--- src/design/hbm_bist_pkg.sv ---
package hbm_bist_pkg;

    ////////////////////////////////////////////////////////////
    // Widths
    ////////////////////////////////////////////////////////////

    localparam int ADDR_W = 33;    // HBM AXI port address
    localparam int DATA_W = 256;   // 32-byte beat
    localparam int LEN_W  = 4;     // AXI3 style burst length
    localparam int CSR_W  = 32;

    // Address stride of 256 MB between pseudo channel ports
    localparam logic [ADDR_W-1:0] REGION_BYTES = ADDR_W'(64'h1000_0000);

    ////////////////////////////////////////////////////////////
    // Traffic opcode
    ////////////////////////////////////////////////////////////

    typedef enum logic [1:0] {
        MODE_READ  = 2'd0,
        MODE_WRITE = 2'd1,
        MODE_BOTH  = 2'd2     // Read and write engines run side by side
    } bist_mode_e;

    ////////////////////////////////////////////////////////////
    // AXI channel payloads
    ////////////////////////////////////////////////////////////

    // AR or AW
    typedef struct packed {
        logic [ADDR_W-1:0] addr;
        logic [LEN_W-1:0]  len;    // Beats minus one
    } axi_addr_t;

    // W
    typedef struct packed {
        logic [DATA_W-1:0] data;
        logic              last;
    } axi_wdata_t;

    // R
    typedef struct packed {
        logic [DATA_W-1:0] data;
        logic              last;
    } axi_rdata_t;

endpackage
--- src/design/hbm_bist_top.sv ---
`timescale 1ns/1ns

module hbm_bist_top #(
    parameter int unsigned BIST_NUM     = 0,     // HBM port index
    parameter int unsigned BURST_BEATS  = 16,
    parameter logic [31:0] DATA_PATTERN = 32'ha5a5_a5a5
) (
    input  logic                           axi_aclk,
    input  logic                           axi_aresetn,

    input  logic                           start,
    input  hbm_bist_pkg::bist_mode_e       mode,

    output hbm_bist_pkg::axi_addr_t        ar,
    output logic                           arvalid,
    input  logic                           arready,

    input  hbm_bist_pkg::axi_rdata_t       r,
    input  logic                           rvalid,
    output logic                           rready,

    output hbm_bist_pkg::axi_addr_t        aw,
    output logic                           awvalid,
    input  logic                           awready,

    output hbm_bist_pkg::axi_wdata_t       w,
    output logic                           wvalid,
    input  logic                           wready,

    input  logic                           bvalid,
    output logic                           bready,

    // Statistics registers
    output logic [hbm_bist_pkg::CSR_W-1:0] total_reads,
    output logic [hbm_bist_pkg::CSR_W-1:0] total_writes,
    output logic [hbm_bist_pkg::CSR_W-1:0] read_ticks,
    output logic [hbm_bist_pkg::CSR_W-1:0] write_ticks
);

    import hbm_bist_pkg::*;

    // Each port owns its own region of the stack
    localparam logic [ADDR_W-1:0] BASE_ADDR = ADDR_W'(BIST_NUM) * REGION_BYTES;

    logic rd_clear;
    logic rd_beat;
    logic rd_busy;
    logic wr_clear;
    logic wr_beat;
    logic wr_busy;

    ////////////////////////////////////////////////////////////
    // Read side
    ////////////////////////////////////////////////////////////

    hbm_bist_read_engine #(
        .BURST_BEATS (BURST_BEATS)
    ) u_read_engine (
        .axi_aclk    (axi_aclk),
        .axi_aresetn (axi_aresetn),
        .start       (start),
        .mode        (mode),
        .base_addr   (BASE_ADDR),
        .ar          (ar),
        .arvalid     (arvalid),
        .arready     (arready),
        .r           (r),
        .rvalid      (rvalid),
        .rready      (rready),
        .clear       (rd_clear),
        .beat        (rd_beat),
        .busy        (rd_busy)
    );

    hbm_bist_stats u_read_stats (
        .axi_aclk    (axi_aclk),
        .axi_aresetn (axi_aresetn),
        .clear       (rd_clear),
        .beat        (rd_beat),
        .busy        (rd_busy),
        .beats       (total_reads),
        .ticks       (read_ticks)
    );

    ////////////////////////////////////////////////////////////
    // Write side
    ////////////////////////////////////////////////////////////

    hbm_bist_write_engine #(
        .BURST_BEATS  (BURST_BEATS),
        .DATA_PATTERN (DATA_PATTERN)
    ) u_write_engine (
        .axi_aclk     (axi_aclk),
        .axi_aresetn  (axi_aresetn),
        .start        (start),
        .mode         (mode),
        .base_addr    (BASE_ADDR),
        .aw           (aw),
        .awvalid      (awvalid),
        .awready      (awready),
        .w            (w),
        .wvalid       (wvalid),
        .wready       (wready),
        .bvalid       (bvalid),
        .bready       (bready),
        .clear        (wr_clear),
        .beat         (wr_beat),
        .busy         (wr_busy)
    );

    hbm_bist_stats u_write_stats (
        .axi_aclk    (axi_aclk),
        .axi_aresetn (axi_aresetn),
        .clear       (wr_clear),
        .beat        (wr_beat),
        .busy        (wr_busy),
        .beats       (total_writes),
        .ticks       (write_ticks)
    );

endmodule

--- src/design/hbm_bist_write_engine.sv ---
`timescale 1ns/1ns

module hbm_bist_write_engine #(
    parameter int unsigned BURST_BEATS  = 16,
    parameter logic [31:0] DATA_PATTERN = 32'ha5a5_a5a5
) (
    input  logic                            axi_aclk,
    input  logic                            axi_aresetn,

    input  logic                            start,
    input  hbm_bist_pkg::bist_mode_e        mode,
    input  logic [hbm_bist_pkg::ADDR_W-1:0] base_addr,

    // Write address channel
    output hbm_bist_pkg::axi_addr_t         aw,
    output logic                            awvalid,
    input  logic                            awready,

    // Write data channel
    output hbm_bist_pkg::axi_wdata_t        w,
    output logic                            wvalid,
    input  logic                            wready,

    // Write response channel
    input  logic                            bvalid,
    output logic                            bready,

    // To statistics
    output logic                            clear,
    output logic                            beat,
    output logic                            busy
);

    import hbm_bist_pkg::*;

    localparam int CNT_W = (BURST_BEATS > 1) ? $clog2(BURST_BEATS) : 1;

    typedef enum logic [1:0] {
        WR_IDLE,
        WR_ADDR,    // awvalid high
        WR_DATA,    // wvalid high
        WR_RESP     // bready high
    } wr_state_e;

    wr_state_e state;
    wr_state_e state_nxt;

    logic             wr_enabled;
    logic             aw_done;
    logic             w_last_done;
    logic             b_done;
    logic [CNT_W-1:0] beat_cnt;    // W beats taken in current burst

    assign wr_enabled = (mode == MODE_WRITE) || (mode == MODE_BOTH);

    ////////////////////////////////////////////////////////////
    // Channel outputs
    ////////////////////////////////////////////////////////////

    always_comb
    begin
        aw.addr = base_addr;
        aw.len  = LEN_W'(BURST_BEATS - 1);
    end

    // Pattern repeated across the whole beat
    always_comb
    begin
        w.data = {(DATA_W / 32){DATA_PATTERN}};
        w.last = (beat_cnt == CNT_W'(BURST_BEATS - 1));
    end

    assign awvalid = (state == WR_ADDR);
    assign wvalid  = (state == WR_DATA);
    assign bready  = (state == WR_RESP);

    assign aw_done     = awvalid && awready;
    assign beat        = wvalid && wready;
    assign w_last_done = beat && w.last;
    assign b_done      = bvalid && bready;

    assign clear = (state == WR_IDLE) && start && wr_enabled;
    assign busy  = (state != WR_IDLE);

    ////////////////////////////////////////////////////////////
    // FSM and beat counter
    ////////////////////////////////////////////////////////////

    always_comb
    begin
        state_nxt = state;
        case (state)
            WR_IDLE:
            begin
                if (start && wr_enabled)
                begin
                    state_nxt = WR_ADDR;
                end
            end
            WR_ADDR:
            begin
                if (aw_done)
                begin
                    state_nxt = WR_DATA;
                end
            end
            WR_DATA:
            begin
                if (w_last_done)
                begin
                    state_nxt = WR_RESP;
                end
            end
            WR_RESP:
            begin
                if (b_done)
                begin
                    state_nxt = start ? WR_ADDR : WR_IDLE;    // Stop only on a burst boundary
                end
            end
            default:
            begin
                state_nxt = WR_IDLE;
            end
        endcase
    end

    always_ff @(posedge axi_aclk)
    begin
        if (!axi_aresetn)
        begin
            state    <= WR_IDLE;
            beat_cnt <= '0;
        end
        else
        begin
            state <= state_nxt;
            if (aw_done)
            begin
                beat_cnt <= '0;
            end
            else if (beat)
            begin
                beat_cnt <= beat_cnt + 1'b1;
            end
        end
    end

    a_w_b_exclusive : assert property (
        @(posedge axi_aclk) disable iff (!axi_aresetn)
        !(wvalid && bready)
    );

    // Counting from the AW handshake, the final beat is the one carrying last
    a_w_last_final : assert property (
        @(posedge axi_aclk) disable iff (!axi_aresetn)
        aw_done |=> (wvalid && wready)[->BURST_BEATS] ##0 w.last
    );

endmodule

--- src/design/hbm_bist_read_engine.sv ---
`timescale 1ns/1ns

module hbm_bist_read_engine #(
    parameter int unsigned BURST_BEATS = 16
) (
    input  logic                            axi_aclk,
    input  logic                            axi_aresetn,

    input  logic                            start,
    input  hbm_bist_pkg::bist_mode_e        mode,
    input  logic [hbm_bist_pkg::ADDR_W-1:0] base_addr,

    // Read address channel
    output hbm_bist_pkg::axi_addr_t         ar,
    output logic                            arvalid,
    input  logic                            arready,

    // Read data channel
    input  hbm_bist_pkg::axi_rdata_t        r,
    input  logic                            rvalid,
    output logic                            rready,

    // To statistics
    output logic                            clear,
    output logic                            beat,
    output logic                            busy
);

    import hbm_bist_pkg::*;

    typedef enum logic [1:0] {
        RD_IDLE,
        RD_ADDR,    // arvalid high
        RD_DATA     // rready high
    } rd_state_e;

    rd_state_e state;
    rd_state_e state_nxt;

    logic rd_enabled;
    logic ar_done;
    logic r_last_done;

    assign rd_enabled = (mode == MODE_READ) || (mode == MODE_BOTH);

    ////////////////////////////////////////////////////////////
    // Channel outputs
    ////////////////////////////////////////////////////////////

    // Every burst hits the same port base
    always_comb
    begin
        ar.addr = base_addr;
        ar.len  = LEN_W'(BURST_BEATS - 1);
    end

    assign arvalid = (state == RD_ADDR);
    assign rready  = (state == RD_DATA);

    assign ar_done     = arvalid && arready;
    assign beat        = rvalid && rready;
    assign r_last_done = beat && r.last;

    assign clear = (state == RD_IDLE) && start && rd_enabled;    // New run from idle
    assign busy  = (state != RD_IDLE);

    ////////////////////////////////////////////////////////////
    // FSM
    ////////////////////////////////////////////////////////////

    always_comb
    begin
        state_nxt = state;
        case (state)
            RD_IDLE:
            begin
                if (start && rd_enabled)
                begin
                    state_nxt = RD_ADDR;
                end
            end
            RD_ADDR:
            begin
                if (ar_done)
                begin
                    state_nxt = RD_DATA;
                end
            end
            RD_DATA:
            begin
                // Burst always runs to r.last and start only picks what follows
                if (r_last_done)
                begin
                    state_nxt = start ? RD_ADDR : RD_IDLE;
                end
            end
            default:
            begin
                state_nxt = RD_IDLE;
            end
        endcase
    end

    always_ff @(posedge axi_aclk)
    begin
        if (!axi_aresetn)
        begin
            state <= RD_IDLE;
        end
        else
        begin
            state <= state_nxt;
        end
    end

    // AR payload must not move while the slave stalls it
    a_ar_stable : assert property (
        @(posedge axi_aclk) disable iff (!axi_aresetn)
        (arvalid && !arready) |=> arvalid && $stable(ar)
    );

endmodule

--- src/design/hbm_bist_stats.sv ---
`timescale 1ns/1ns

module hbm_bist_stats (
    input  logic                           axi_aclk,
    input  logic                           axi_aresetn,
    input  logic                           clear,    // One cycle pulse from an idle start
    input  logic                           beat,     // One per data handshake
    input  logic                           busy,     // Engine not idle
    output logic [hbm_bist_pkg::CSR_W-1:0] beats,
    output logic [hbm_bist_pkg::CSR_W-1:0] ticks
);

    // Beat counter
    always_ff @(posedge axi_aclk)
    begin
        if (!axi_aresetn || clear)
        begin
            beats <= '0;
        end
        else if (beat)
        begin
            beats <= beats + 1'b1;
        end
    end

    // Busy cycle counter that runs on through back-pressure
    always_ff @(posedge axi_aclk)
    begin
        if (!axi_aresetn || clear)
        begin
            ticks <= '0;
        end
        else if (busy)
        begin
            ticks <= ticks + 1'b1;
        end
    end

endmodule

--- config.mk ---
export PLATFORM = sky130hd
export DESIGN_NAME = hbm_bist_top
export DESIGN_NICKNAME = d
export VERILOG_FILES = /design/src/design/hbm_bist_pkg.sv /design/src/design/hbm_bist_top.sv /design/src/design/hbm_bist_write_engine.sv /design/src/design/hbm_bist_read_engine.sv /design/src/design/hbm_bist_stats.sv
export SDC_FILE = /design/constraint.sdc
export NUM_CORES = 1
export LEC_CHECK = 0
export ABC_AREA = 1
export BUFFER_PORTS_ARGS = -buffer_cell sky130_fd_sc_hd__buf_2
export CAP_MARGIN = 20
export CORE_AREA = 2 2 284 286
export DETAILED_ROUTE_END_ITERATION = 8
export DIE_AREA = 0 0 286 288
export PLACE_DENSITY = 0.4
export SETUP_SLACK_MARGIN = 0.15
export SLEW_MARGIN = 25
export SYNTH_ARGS = -nofsm -noshare
export SYNTH_HDL_FRONTEND = slang
export SYNTH_SLANG_ARGS = --single-unit
--- constraint.sdc ---
create_clock -name axi_aclk -period 2.56 [get_ports axi_aclk]
set_clock_uncertainty 0.15 [all_clocks]
set_input_delay 0.384 -clock axi_aclk [delete_from_list [all_inputs] [get_ports axi_aclk]]
set_output_delay 0.384 -clock axi_aclk [all_outputs]
set_load 0.02 [all_outputs]
==> results.yml <==
clocking:
  clk_pin_slew_worst_paths_ns: 0.06
  cts_post_setup_buffers_inserted: 0
  worst_skew_pair.late_latency_ns: 0.46
  cts_root_buffer: "clkbuf_16"
  tritoncts_clock_tree: "built"
  cts_num_sinks: 136
  number_of_hold_buffers_added_after_cts: 0
  post_cts_resized: 0
  clock_buffer_depth: 2
  htree_num_levels: 4
  total_cts_buffers: 17
synthesis:
  synth.cell_area_um2: 9654
  post_synth_num_cell_types: 36
  register_bit_total_from_synthesis: 136
  synth-seq-area-share: 0.2820
  synth_cells: 1441
  synthesis.area_per_instance_um2: 6.700
  ys.warnings.count: 0
sta:
  post-route-period-util: 0.8457
  final-hold-violation-count: 0
  min_period_ns: 2.165
  worst_slew_pin_slew_ns: 0.4999
  maxClockFrequency_mhz: 461.9
  setup_repair_after_global_routing_missed_its_margin: "no"
  slew_violations: 0
  relative_slew_slack: 0.6664
  final-setup-viol-count: 0
  setup_total_negative_slack_ns: 0
route:
  drt_pre_antenna_iters: 6
  drt-vias-per-instance: 3.058
  routedWlPerCell_um: 10.41
  route.final.wire_length_um: 27820
  post_drt_antenna_nets: 0
  route.vias.total: 8176
  detail_route.iter0.violations: 346
  drc: 0
grt:
  first_global_vias: 7083
  grt_antenna_before_repair: 3
  maximum_number_of_pins_on_one_net_before_global_route_repair: 44
  grt_overflow_total: 0
  grt.total_usage: 0.06628
  grt_first_pass_wirelength_um: 41610
worst_hold_path:
  hold_path.startpoint: "arready"
  number_of_cells_traversed_by_the_worst_hold_path: 3
  hold_path_sink: "u_read_engine.state[1]"
  worstHoldPathType: "primary input to flip-flop"
floorplan:
  area_of_the_placeable_core_um2: 79640
  start_util: 0.1212
  die_area_um2: 82370
  floorplan.die.height_um: 288
  die_w_um: 286
  num_rows: 104
  boundaryPins: 731
worst_setup_path:
  timing.rr.start: "u_write_engine.state[0]"
  cp_data_required_time_ns: 2.76
  worstSetupStartpoint: "u_write_engine.state[0]"
  path_class: "flip-flop to flip-flop"
  critical_r2r_capture: "u_write_stats.ticks[19]"
  startpoint_type: "flip-flop"
  ff2ff_path_depth: 10
  setup.worst_path.end_class: "flip-flop"
  critical_path_arrival_ns: 2.37
  r2r_slack_ns: 0.40
  crit_fanout: 7
power_and_ir_drop:
  netSwitchingPower_mw: 1.883
  cellInternalPower_mw: 3.926
  power_frac_comb: 0.155
  design_power_total_mw: 5.810
  sequentialPowerShare: 0.377
  p_sw_frac: 0.3242
  leakage_nw: 4.879
  clock_power_share: 0.468
  irDropWorstVdd_mv: 0.3844
  pwr_density_cell_nw_per_um2: 521.7
job:
  maxCapViolations: 0
place:
  dp_hpwl_um: 22250
  gp_congestion: 0.7924
  placedInstanceArea_um2: 10500
  post-place-cells: 2642
  buffer_ports.inserted: 144
final_layout:
  final_cell_mix: "conb_1, nand2_1, nor2_1"
  mostFrequentLayoutCell: "conb_1"
  post_layout_nonfiller_instances: 2674
  antennaDiodeCount: 0
  post-route-cell-area_um2: 11140
  final_layout_size_suffix_gt1_frac: 0.1351
  area_delta_synth_final_pct: 15.36
  fin_nets: 1880
run_status:
  status: "finished, final reports clean"
[cell usage after synthesis, drive strengths merged]
master / count / area [um^2]
o21a: 4 / 30.03
o2111ai: 1 / 8.760
clkbuf: 7 / 27.52
and2: 3 / 18.77
o211ai: 1 / 7.510
xor2: 24 / 210.2
o22ai: 1 / 6.260
dfxtp: 136 / 2723
nor2: 223 / 912.1
nand3b: 2 / 15.01
a31oi: 2 / 12.51
buf: 336 / 2509
a21oi: 61 / 305.3
nand4: 31 / 193.9
inv: 164 / 615.6
ha: 12 / 150.1
o21bai: 4 / 30.03
nand2: 257 / 974.7
and3: 1 / 6.260
conb: 2 / 7.510
nor3b: 4 / 30.03
or2: 1 / 6.260
nor3: 31 / 165.2
xnor2: 3 / 26.28
nand3: 85 / 437.9
o21ai: 45 / 225.2
[critical path: stages (launching register included)]
cell	delay [ns]
dfxtp_1	0.41
inv_1	0.11
ha_1	0.25
inv_2	0.07
nand2_1	0.08
nor2_4	0.16
nand3_1	0.16
nor2_2	0.28
nand2_1	0.14
o21ai_0	0.17
nor2_1	0.05
[kinds of logic (layout without fill, tap and decap cells)]
group           count (synthesis)  in the layout  share of synthesized area
simple gates                  638            638                     0.2859
flops                         136            136                     0.2820
fa+ha+maj                      12             12                    0.01555
compound gates                119            119                    0.06480
other cells                     2            330                  0.0007779
buf+inv                       507            352                     0.3265
xor+xnor                       27             27                    0.02449
[how the worst max path moves through the flow]
stage / endpoint / slack [ns] / cells past startpoint
after floorplan: u_write_stats.beats[21] / 0.62 / 9
after global placement: u_write_stats.ticks[30] / 0.32 / 9
after detailed placement: u_read_stats.ticks[12] / 0.32 / 10
after CTS: u_write_stats.ticks[30] / 0.34 / 9
after global routing: u_write_stats.ticks[29] / 0.17 / 11
final: u_write_stats.ticks[19] / 0.40 / 10
[routing by layer]
metal	routed length, um	vias to the layer above	track usage
li1	-	4182	-
met1	12610	3606	0.08342
met2	12210	354	0.1027
met3	2595	30	0.02670
met4	378	4	0.02120
met5	25	-	0
[power groups by stage]
stage | Sequential, mW | Combinational (mW) | Clock, mW
2_1_floorplan | 2.25 | 1.07 | 0
3_3_place_gp | 2.24 | 0.898 | 0
3_5_place_dp | 2.24 | 0.900 | 0
4_1_cts | 2.19 | 0.903 | 2.83
5_1_grt | 2.20 | 1.00 | 2.91
6_report | 2.19 | 0.903 | 2.72
[state kept, by name (all words and copies together), names as in the netlist]
signal                   flops
u_read_stats.beats          32
u_read_stats.ticks          32
u_write_stats.beats         32
u_write_stats.ticks         32
u_write_engine.beat_cnt      4
u_read_engine.state          2
u_write_engine.state         2
[per-stage QoR]
| step | setup slack, ns | hold slack [ns] | util |
|---|---|---|---|
| finish | 0.3951 | 0.04639 | 0.1398 |
| global route | 0.1682 | 0.02608 | 0.1398 |
| CTS | 0.3400 | 0.0003864 | 0.1398 |
| detailed placement | 0.3197 | 0.3257 | 0.1319 |
| global placement | 0.3232 | 0.3293 | 0.1319 |
| floorplan | 0.6181 | 0.3209 | - |
[final cells by class]
class / instances / area, um^2
Clock buffer: 20 / 466.7
Clock inverter: 12 / 165.2
Fill cell: 9289 / 68500
Inverter: 164 / 615.6
Multi-Input combinational cell: 1126 / 5017
Sequential cell: 136 / 2723
Tap cell: 1060 / 1326
Timing Repair Buffer: 156 / 823.3
No activity file was read; power rests on OpenSTA's default activity.
